[src/include/swu_defs.svh]
`ifndef SWU_DEFS_SVH
`define SWU_DEFS_SVH

//////////////////////////////////////////////////
// stream word geometry
//////////////////////////////////////////////////

// lanes per channel-group word and bits per lane
`define SWU_SIMD        4
`define SWU_PREC        8
`define SWU_WORD_W      32
// channel groups that make up one pixel
`define SWU_EFF_CH      2

//////////////////////////////////////////////////
// window geometry
//////////////////////////////////////////////////

`define SWU_IFM_DIM     5
`define SWU_K           3
`define SWU_OFM_DIM     3
// output columns served side by side in one beat
`define SWU_MMV_OUT     3
`define SWU_FRAME_WORDS 50
`define SWU_ADDR_W      6

`endif

[src/hw/swu_pkg.sv]
`include "swu_defs.svh"

package swu_pkg;

   // one channel-group word of SIMD lanes
   typedef logic [`SWU_WORD_W-1:0] word_t;

   typedef logic [`SWU_ADDR_W-1:0] buf_addr_t;

   // write port broadcast to every buffer copy
   typedef struct packed {
      logic      en;
      buf_addr_t addr;
      word_t     data;
   } wr_port_t;

   // window position, outermost field first
   typedef struct packed {
      logic [$clog2(`SWU_OFM_DIM)-1:0]                  out_row;
      logic [$clog2(`SWU_OFM_DIM / `SWU_MMV_OUT + 1)-1:0] col_grp;
      logic [$clog2(`SWU_K)-1:0]                        k_row;
      logic [$clog2(`SWU_K)-1:0]                        k_col;
      logic [$clog2(`SWU_EFF_CH)-1:0]                   ch_grp;
   } win_pos_t;

   // lane 0 sits in the low word
   typedef word_t [`SWU_MMV_OUT-1:0] out_beat_t;

endpackage

[src/hw/swu_input_ctrl.sv]
`timescale 1ns/10ps
`include "swu_defs.svh"

module swu_input_ctrl (
   input  logic               clk,
   input  logic               resetn,
   input  logic               in_valid_i,
   input  swu_pkg::word_t     in_data_i,
   input  logic               frame_done_i,
   output logic               in_ready_o,
   output swu_pkg::wr_port_t  wr_o,
   output logic               frame_loaded_o
);

   swu_pkg::buf_addr_t wr_cnt;
   logic               frame_loaded;
   logic               accept;

   // loading and reading alternate, the buffer holds a whole frame
   assign in_ready_o = ~frame_loaded;
   assign accept     = in_valid_i & in_ready_o;

   // write lands in the accept cycle
   assign wr_o.en   = accept;
   assign wr_o.addr = wr_cnt;
   assign wr_o.data = in_data_i;

   assign frame_loaded_o = frame_loaded;

   always_ff @(posedge clk) begin
      if (!resetn) begin
         wr_cnt       <= '0;
         frame_loaded <= 1'b0;
      end else begin
         if (accept) begin
            if (wr_cnt == swu_pkg::buf_addr_t'(`SWU_FRAME_WORDS - 1)) begin
               wr_cnt       <= '0;
               frame_loaded <= 1'b1;
            end else begin
               wr_cnt <= wr_cnt + 1'b1;
            end
         end
         // every read of the frame is issued, buffer may be refilled
         if (frame_done_i) begin
            frame_loaded <= 1'b0;
         end
      end
   end

endmodule

[src/hw/swu_window_seq.sv]
`timescale 1ns/10ps
`include "swu_defs.svh"

module swu_window_seq (
   input  logic              clk,
   input  logic              resetn,
   input  logic              issue_i,
   output swu_pkg::win_pos_t pos_o,
   output logic              frame_done_o
);

   localparam int COL_GRPS = `SWU_OFM_DIM / `SWU_MMV_OUT;

   swu_pkg::win_pos_t pos_q;
   logic              last_ch;
   logic              last_kc;
   logic              last_kr;
   logic              last_cg;
   logic              last_row;

   assign last_ch  = (pos_q.ch_grp  == (`SWU_EFF_CH - 1));
   assign last_kc  = (pos_q.k_col   == (`SWU_K - 1));
   assign last_kr  = (pos_q.k_row   == (`SWU_K - 1));
   assign last_cg  = (pos_q.col_grp == (COL_GRPS - 1));
   assign last_row = (pos_q.out_row == (`SWU_OFM_DIM - 1));

   assign pos_o = pos_q;

   // final window of the frame goes out on this issue
   assign frame_done_o = issue_i & last_ch & last_kc & last_kr & last_cg & last_row;

   //////////////////////////////////////////////////
   // nested walk: channel, kernel col, kernel row,
   // column group, output row
   //////////////////////////////////////////////////
   always_ff @(posedge clk) begin
      if (!resetn) begin
         pos_q <= '0;
      end else if (issue_i) begin
         if (!last_ch) begin
            pos_q.ch_grp <= pos_q.ch_grp + 1'b1;
         end else begin
            pos_q.ch_grp <= '0;
            if (!last_kc) begin
               pos_q.k_col <= pos_q.k_col + 1'b1;
            end else begin
               pos_q.k_col <= '0;
               if (!last_kr) begin
                  pos_q.k_row <= pos_q.k_row + 1'b1;
               end else begin
                  pos_q.k_row <= '0;
                  if (!last_cg) begin
                     pos_q.col_grp <= pos_q.col_grp + 1'b1;
                  end else begin
                     pos_q.col_grp <= '0;
                     // wraps to zero after the last row
                     if (!last_row) begin
                        pos_q.out_row <= pos_q.out_row + 1'b1;
                     end else begin
                        pos_q.out_row <= '0;
                     end
                  end
               end
            end
         end
      end
   end

endmodule

[src/hw/swu_lane_buffer.sv]
`timescale 1ns/10ps
`include "swu_defs.svh"

module swu_lane_buffer #(
   parameter int LANE = 0
) (
   input  logic              clk,
   input  logic              resetn,
   input  swu_pkg::wr_port_t wr_i,
   input  swu_pkg::win_pos_t pos_i,
   input  logic              issue_i,
   input  logic              advance_i,
   output swu_pkg::word_t    data_o
);

   swu_pkg::word_t     mem [`SWU_FRAME_WORDS];
   swu_pkg::word_t     rd_word;
   swu_pkg::buf_addr_t rd_addr;
   int unsigned        pix_row;
   int unsigned        pix_col;

   // input pixel seen by this output column
   always_comb begin
      pix_row = pos_i.out_row + pos_i.k_row;
      pix_col = pos_i.col_grp * `SWU_MMV_OUT + LANE + pos_i.k_col;
      rd_addr = swu_pkg::buf_addr_t'((pix_row * `SWU_IFM_DIM + pix_col) * `SWU_EFF_CH
                                     + pos_i.ch_grp);
   end

   always_ff @(posedge clk) begin
      if (wr_i.en) begin
         mem[wr_i.addr] <= wr_i.data;
      end
      // read stage
      if (issue_i) begin
         rd_word <= mem[rd_addr];
      end
   end

   // output register, held under back-pressure
   always_ff @(posedge clk) begin
      if (!resetn) begin
         data_o <= '0;
      end else if (advance_i) begin
         data_o <= rd_word;
      end
   end

endmodule

[src/hw/swu_output_stage.sv]
`timescale 1ns/10ps

module swu_output_stage (
   input  logic clk,
   input  logic resetn,
   input  logic frame_loaded_i,
   input  logic out_ready_i,
   output logic issue_o,
   output logic advance_o,
   output logic out_valid_o
);

   logic rd_valid;
   logic out_valid;

   // output register may take a new word
   assign advance_o = out_ready_i | ~out_valid;

   // new position enters the read stage when that stage frees up
   assign issue_o = frame_loaded_i & (~rd_valid | advance_o);

   assign out_valid_o = out_valid;

   //////////////////////////////////////////////////
   // two-stage valid pipeline
   //////////////////////////////////////////////////
   always_ff @(posedge clk) begin
      if (!resetn) begin
         rd_valid <= 1'b0;
      end else if (advance_o | ~rd_valid) begin
         rd_valid <= issue_o;
      end
   end

   always_ff @(posedge clk) begin
      if (!resetn) begin
         out_valid <= 1'b0;
      end else if (advance_o) begin
         out_valid <= rd_valid;
      end
   end

endmodule

[src/hw/swu_top.sv]
`timescale 1ns/10ps
`include "swu_defs.svh"

module swu_top (
   input  logic               clk,
   input  logic               resetn,
   input  logic               in_valid_i,
   input  swu_pkg::word_t     in_data_i,
   input  logic               out_ready_i,
   output logic               in_ready_o,
   output logic               out_valid_o,
   output swu_pkg::out_beat_t out_data_o
);

   swu_pkg::wr_port_t wr;
   swu_pkg::win_pos_t pos;
   logic              frame_loaded;
   logic              frame_done;
   logic              issue;
   logic              advance;

   swu_input_ctrl u_input_ctrl (
      .clk            (clk),
      .resetn         (resetn),
      .in_valid_i     (in_valid_i),
      .in_data_i      (in_data_i),
      .frame_done_i   (frame_done),
      .in_ready_o     (in_ready_o),
      .wr_o           (wr),
      .frame_loaded_o (frame_loaded)
   );

   swu_window_seq u_window_seq (
      .clk          (clk),
      .resetn       (resetn),
      .issue_i      (issue),
      .pos_o        (pos),
      .frame_done_o (frame_done)
   );

   swu_output_stage u_output_stage (
      .clk            (clk),
      .resetn         (resetn),
      .frame_loaded_i (frame_loaded),
      .out_ready_i    (out_ready_i),
      .issue_o        (issue),
      .advance_o      (advance),
      .out_valid_o    (out_valid_o)
   );

   // one buffer copy per output column of the beat
   for (genvar i = 0; i < `SWU_MMV_OUT; i++) begin : g_lane
      swu_lane_buffer #(
         .LANE (i)
      ) u_lane_buffer (
         .clk       (clk),
         .resetn    (resetn),
         .wr_i      (wr),
         .pos_i     (pos),
         .issue_i   (issue),
         .advance_i (advance),
         .data_o    (out_data_o[i])
      );
   end

endmodule

[config.mk]
export PLATFORM = sky130hd
export DESIGN_NAME = swu_top
export DESIGN_NICKNAME = d
export VERILOG_FILES = /design/src/hw/swu_pkg.sv /design/src/hw/swu_input_ctrl.sv /design/src/hw/swu_window_seq.sv /design/src/hw/swu_lane_buffer.sv /design/src/hw/swu_output_stage.sv /design/src/hw/swu_top.sv
export VERILOG_INCLUDE_DIRS = /design/src /design/src/include
export SDC_FILE = /design/constraint.sdc
export NUM_CORES = 2
export LEC_CHECK = 0
export ABC_CLOCK_PERIOD_IN_PS = 6810
export BUFFER_PORTS_ARGS = -buffer_cell sky130_fd_sc_hd__buf_2
export CORE_UTILIZATION = 57
export DETAILED_ROUTE_END_ITERATION = 16
export PLACE_DENSITY_LB_ADDON = 0.3
export SLEW_MARGIN = 30
export SYNTH_ARGS = -nofsm -noshare
export SYNTH_HDL_FRONTEND = slang
export SYNTH_MEMORY_MAX_BITS = 65536
export SYNTH_SLANG_ARGS = --single-unit
export TNS_END_PERCENT = 50
[constraint.sdc]
create_clock -name clk -period 6.81 [get_ports clk]
set_input_delay 1.362 -clock clk [delete_from_list [all_inputs] [get_ports clk]]
set_output_delay 1.362 -clock clk [all_outputs]
set_load 0.01 [all_outputs]
== After elaboration in Yosys (flattened, before gate mapping) ==
Memories as Yosys holds them, arrays and structs flattened. A register that Yosys moved wholly into a read port is not among the register bits.
Index checks and enable logic that the tools add are counted.
Widths: inputs -> output; s select.

* Flip-flop bits (word level): 113
* Memory bits (writable): 4,800
* Input bits: 36
* Output and inout port bits: 98
* Word-level logic and storage cells: 67
* Memories: 3

* Add/subtract/negate cells: 18
* Multipliers: 2
* Equal/unequal tests: 4
* Muxes and demuxes: 8
* Bitwise operators: 14
* Reduce and logical (&&, ||, !) cells: 6

{| class="wikitable"
|+ Memories
! name !! words !! bits a word !! rd ports !! clocked after Yosys merged registers in !! write ports !! RTL line !! RTL
|-
| g_lane[0].u_lane_buffer.mem || 50 || 32 || 1 || 1 || 1 || swu_lane_buffer.sv:16 || <nowiki>swu_pkg::word_t mem [`SWU_FRAME_WORDS];</nowiki>
|-
| g_lane[1].u_lane_buffer.mem || 50 || 32 || 1 || 1 || 1 || swu_lane_buffer.sv:16 ||
|-
| g_lane[2].u_lane_buffer.mem || 50 || 32 || 1 || 1 || 1 || swu_lane_buffer.sv:16 ||
|}

{| class="wikitable"
|+ Operator list
! cell !! count
|-
| $add 6x1->6 || 3
|-
| $add 5x5->5 || 3
|-
| $add 5x2->5 || 2
|-
| $and 1x1->1 || 7
|-
| $add 2x1->2 const B || 3
|-
| $add 6x1->6 const B || 1
|-
| $eq 2x2->1 const B || 3
|-
| $eq 6x6->1 const B || 1
|-
| $mux 2 || 3
|-
| $mux 6 || 1
|-
| $mul 3x3->5 const B || 1
|-
| $not 1->1 || 5
|-
| $reduce_and 5->1 || 1
|-
| $add 3x1->4 const B || 1
|-
| $add 3x2->4 || 1
|-
| $add 3x2->4 const B || 1
|-
| $mux 1 || 4
|-
| $reduce_and 2->1 || 2
|-
| $reduce_and 4->1 || 1
|-
| $add 2x2->3 || 1
|-
| $mul 1x2->3 const B || 1
|-
| $reduce_and 3->1 || 1
|-
| $add 1x1->1 const B || 2
|-
| $or 1x1->1 || 2
|-
| $reduce_or 2->1 || 1
|}

== Depth between registers and ports, before layout ==
* Depth in word-level cells: 10
* Depth in mapped cells: 17
* Depth with buffers taken out: 14

== Cells and area by module ==
Synthesis repeated with hierarchy kept, for this count alone.

* Cell total of the unflattened synthesis: 9,052
* Area, all modules: 193,949.8 um2

{| class="wikitable"
|+ By module, submodules not included
! module !! times used !! cells an instance !! area each (um2) !! seq. area each (um2)
|-
| swu_lane_buffer (g_lane[2].u_lane_buffer) || 1 || 2,982 || 64,534.4 || 49,647.6
|-
| swu_lane_buffer (g_lane[1].u_lane_buffer) || 1 || 2,969 || 64,419.3 || 49,647.6
|-
| swu_lane_buffer (g_lane[0].u_lane_buffer) || 1 || 2,978 || 63,900.0 || 49,647.6
|-
| swu_input_ctrl || 1 || 79 || 655.6 || 140.1
|-
| swu_window_seq || 1 || 35 || 351.6 || 140.1
|-
| swu_output_stage || 1 || 9 || 88.8 || 40.0
|}

== Least setup slack after synthesis ==
No wires, ideal clock.

* Path type: input -> register
* Start point: input out_ready_i
* End point: register g_lane[0].u_lane_buffer.rd_word[0] (read register of g_lane[0].u_lane_buffer.mem) (enable)
* Library setup time: 0.586 ns
* Arrival time: 6.334 ns
* Data required time: 6.224 ns
* Path slack: -0.110 ns
* Stages on the path: 3
* Path buffers: 1
* Path through: nor2b_1 > clkbuf_1 > a21oi_1

* Cells in the longest elaborated chain, start to end: 3

{| class="wikitable"
|+ RTL lines
! what !! RTL line !! RTL
|-
| start, declared || swu_top.sv:9 || <nowiki>input logic out_ready_i,</nowiki>
|-
| $or 1x1->1 || swu_output_stage.sv:17 || <nowiki>assign advance_o = out_ready_i | ~out_valid;</nowiki>
|-
| $or 1x1->1 || swu_output_stage.sv:20 || <nowiki>assign issue_o = frame_loaded_i & (~rd_valid | advance_o);</nowiki>
|-
| $and 1x1->1 || swu_output_stage.sv:20 ||
|-
| net g_lane[0].u_lane_buffer.issue_i || swu_lane_buffer.sv:11 || <nowiki>input logic issue_i,</nowiki>
|-
| end, declared || swu_lane_buffer.sv:17 || <nowiki>swu_pkg::word_t rd_word;</nowiki>
|}

The timed path passes the listed nets, and every way through them passes these cells.
A chain may end at the register's enable or synchronous reset.

== Worst setup path in the final report ==
* Start point: register u_window_seq.pos_q (netlist bit u_window_seq.pos_o[6])
* End point: register g_lane[1].u_lane_buffer.rd_word[24] (read register of g_lane[1].u_lane_buffer.mem), data pin

* Cells in the longest elaborated chain, start to end: 4

{| class="wikitable"
|+ RTL lines
! what !! RTL line !! RTL
|-
| start, declared || swu_window_seq.sv:14 || <nowiki>swu_pkg::win_pos_t pos_q;</nowiki>
|-
| $add 2x2->3 || swu_lane_buffer.sv:24 || <nowiki>pix_row = pos_i.out_row + pos_i.k_row;</nowiki>
|-
| $mul 3x3->5 (no line) || -- ||
|-
| $add 5x5->5 || swu_lane_buffer.sv:26 || <nowiki>rd_addr = swu_pkg::buf_addr_t'((pix_row * `SWU_IFM_DIM + pix_col) * `SWU_EFF_CH</nowiki>
|-
| $add 6x1->6 || swu_lane_buffer.sv:26 ||
|-
| end, declared || swu_lane_buffer.sv:17 ||
|}

Every way passes these cells.

==> results.toml <==
[run_status]
status = "complete, no violations"

[sta]
max_freq_ghz = 0.199
totalNegativeSetupSlack_ps = 0
final-max-slew-violation-count = 0
setup_viol = 0
worst_clock_skew_ps = 51.3
worst_slew_margin_rel = 0.248
fin_crit_ps = 5030
timing_hold_violations_final = 0
tightest_slew_ps = 1120
grt_setup_unrepaired = "no"
post-route-worst-setup-slack_ps = 1780
layout_worst_path_cycle_share = 0.739

[die]
die_w_um = 389
floorplan.rows = 141
io-pin-count = 134
start_util = 0.576
area_of_the_die_sq_um = 151000
floorplan.die.height_um = 389
floorplan.core_area_sq_um = 148000

[setup_path]
cp_slowest_stage_delay_ps = 950
start_kind = "register"
worstPathCellList = "ha_1 -> inv_1 -> fa_1 -> inv_1 -> ha_1 -> ha_4 -> buf_4 -> mux4_2 -> nor2b_1 -> a211oi_1 -> nor3_1 -> a21oi_1 -> a21oi_1"
critPathBufInv = 3
r2r-start = "u_window_seq.pos_o[6]"
setup.reg_to_reg.worst_slack_ps = 1780
cp_num_cells = 13
setup.worst_path.end_class = "register"
setup.worst_path.class = "reg2reg"
crit_required_ps = 7380
critPathSlowestCell = "sky130_fd_sc_hd__ha_4"
r2r_cells = 13
timing.rr.end = "g_lane[1].u_lane_buffer.rd_word[24]"
crit_path_dat_ps = 5600
crit_path_max_fanout = 52
crit_family = "adder cells"

[min_path]
worstHoldPathCells = 2
hold_class = "reg2reg"
timing.hold.worst.start = "g_lane[2].u_lane_buffer.data_o[31]"
hold_path_end = "g_lane[2].u_lane_buffer.data_o[31]"

[placed_design]
buffer_ports.inserted = 133
place_congestion = 0.907
hpwlAfterDp_um = 165000
place_worst_setup_slack_ps = 1970

[drt]
detailedRoute.firstIterationViolations = 8823
drt.antenna.violating_nets = 0
drc = 0
route.final.wire_length_um = 272000
routed-via-count = 51500
drt_pre_antenna_iters = 6
avgViaCountPerCell = 7.69
wl_per_cell_um = 40.6

[cts]
clock_sinks = 1808
worst_skew_pair.late_latency_ps = 860
cts_hold_buf = 0
clock_path_buffers = 3
tritoncts_clock_tree = "built"
clkSlewWorstSetupHoldPaths_ps = 60
ctsRootBufferMaster = "sky130_fd_sc_hd__clkbuf_16"
cts_inserted_buffers = 180
htree_num_levels = 4
post-cts-setup-buffer-count = 0
cts_repair_resizes = 0

[global_routing]
grt-ovfl-total = 0
grt_start_max_net_pins = 130
grt_antenna_before_repair = 23
grt_pass1_wl_um = 380000
global_route.usage.total = 0.364
first_global_vias = 50200

[cells_and_area]
layout_commonest_cell = "sky130_fd_sc_hd__edfxtp_1"
layout.cells.most_common_list = "sky130_fd_sc_hd__edfxtp_1, sky130_fd_sc_hd__mux4_2, sky130_fd_sc_hd__nand2_1"
fill_cells = 9631
final_net_count = 4657
syn2layout_area_growth_pct = 12.0
finalCoreUtilization = 0.645
drive_above_1_share = 0.360

[power_and_ir_drop]
power.density_cell_area_nw_per_um2 = 240
total_leakage_power_nw = 28.4
max-vdd-ir-drop_mv = 0.267

[synthesis]
syn_area_per_cell_sq_um = 19.1
synth.lib_cells_used.distinct = 54
syn_area_sq_um = 85300
ys_warn_count = 0
postSynth.topFlopCell = "sky130_fd_sc_hd__edfxtp_1"
synth.yosys.seq_area_share = 0.624
async_flop_share = 0
synth_fp_nets = 4524
netlist_instances = 4474
ys_ff_latch = 1808
synth_enable_flop_cells = 1696

[job]
drv.max_cap_violation_count = 0
## layer usage
layer	GRT usage	up-vias	share of wire
met1	0.488	26600	0.33
li1	-	19400	-
met5	0.00542	-	0.00090
met3	0.144	894	0.17
met4	0.200	22	0.061
met2	0.513	4652	0.44
## synth_stat cells, drive strengths merged (4+ instances only)
library cell / count / area share
a211oi: 25 / 0.0022
a21oi: 205 / 0.012
a221oi: 26 / 0.0027
a22oi: 4 / 0.00035
a31oi: 4 / 0.00029
buf: 202 / 0.014
clkbuf: 159 / 0.0070
dfxtp: 112 / 0.026
edfxtp: 1696 / 0.60
ha: 12 / 0.0018
inv: 14 / 0.00062
mux2: 70 / 0.0092
mux2i: 168 / 0.020
mux4: 985 / 0.26
nand2: 262 / 0.012
nand2b: 9 / 0.00075
nand3: 5 / 0.00029
nor2: 164 / 0.0072
nor2b: 31 / 0.0023
nor3: 24 / 0.0014
o21ai: 92 / 0.0054
o221ai: 4 / 0.00041
o22ai: 125 / 0.0092
o2bb2ai: 21 / 0.0022
or2: 4 / 0.00029
or3: 4 / 0.00029
xnor2: 8 / 0.00091
xor2: 10 / 0.0010
## worst max path at each step
stage / start / end / slack (ps)
floorplan: out_ready_i / g_lane[0].u_lane_buffer.rd_word[0] / 2080
global placement: u_window_seq.pos_o[3] / g_lane[1].u_lane_buffer.rd_word[24] / 2040
detailed placement: u_window_seq.pos_o[6] / g_lane[1].u_lane_buffer.rd_word[24] / 1970
CTS: u_window_seq.pos_o[6] / g_lane[1].u_lane_buffer.rd_word[24] / 1960
global route: u_window_seq.pos_o[3] / g_lane[1].u_lane_buffer.rd_word[24] / 1820
finish: u_window_seq.pos_o[6] / g_lane[1].u_lane_buffer.rd_word[24] / 1780
## flip-flops by register name, indices dropped and copies added, names as in the netlist
signal,count
u_output_stage.out_valid_o,1
u_input_ctrl.wr_cnt,6
u_output_stage.rd_valid,1
g_lane.u_lane_buffer.rd_word,96
u_input_ctrl.frame_loaded_o,1
g_lane.u_lane_buffer.mem,1600
u_window_seq.last_ch,1
u_window_seq.pos_o,6
g_lane.u_lane_buffer.data_o,96
## cell type report
class,instances,area [sq um],area share
Antenna cell,13,32.5,0.000341
Clock buffer,219,4720,0.0495
Timing Repair Buffer,312,2850,0.0298
Multi-Input combinational cell,2291,30800,0.323
Inverter,14,55.1,0.000577
Sequential cell,1808,53200,0.557
Clock inverter,116,1370,0.0143
Tap cell,1930,2410,0.0253
## tightest hold or removal path, stage by stage (launching register included)
cell                      delay (ps)
sky130_fd_sc_hd__dfxtp_1         310
sky130_fd_sc_hd__nand2_1          50
sky130_fd_sc_hd__a21oi_1          50
## cell families (layout without fill, tap and decap cells)
family	Yosys count	after routing	synth area share
flip-flops	1808	1808	0.624
multiplexers	1223	1223	0.289
AO/OA/AOI/OAI	520	520	0.0362
AND/OR/NAND/NOR	514	514	0.0250
buffers and inverters	375	661	0.0214
XOR/XNOR	18	18	0.00194
adder cells (fa/ha/maj)	16	16	0.00247
other	0	13	0
## power by group
group          switching [W]  leakage [nW]  internal [W]
Combinational       0.000298          9.26      0.000108
Clock                0.00437          2.97       0.00595
Sequential         0.0000279          16.2        0.0122
Total                0.00469          28.4        0.0183
## stage by stage
step,hold slack (ps),power [W],std cells,cell area [sq um]
after floorplan,441,0.0126,4474,85300
after global placement,437,0.0128,6327,88600
after detailed placement,443,0.0129,6350,89200
after CTS,451,0.0230,6685,95300
after global routing,465,0.0234,6696,95400
final,447,0.0230,6703,95500
(Power assumes the default switching activity.)
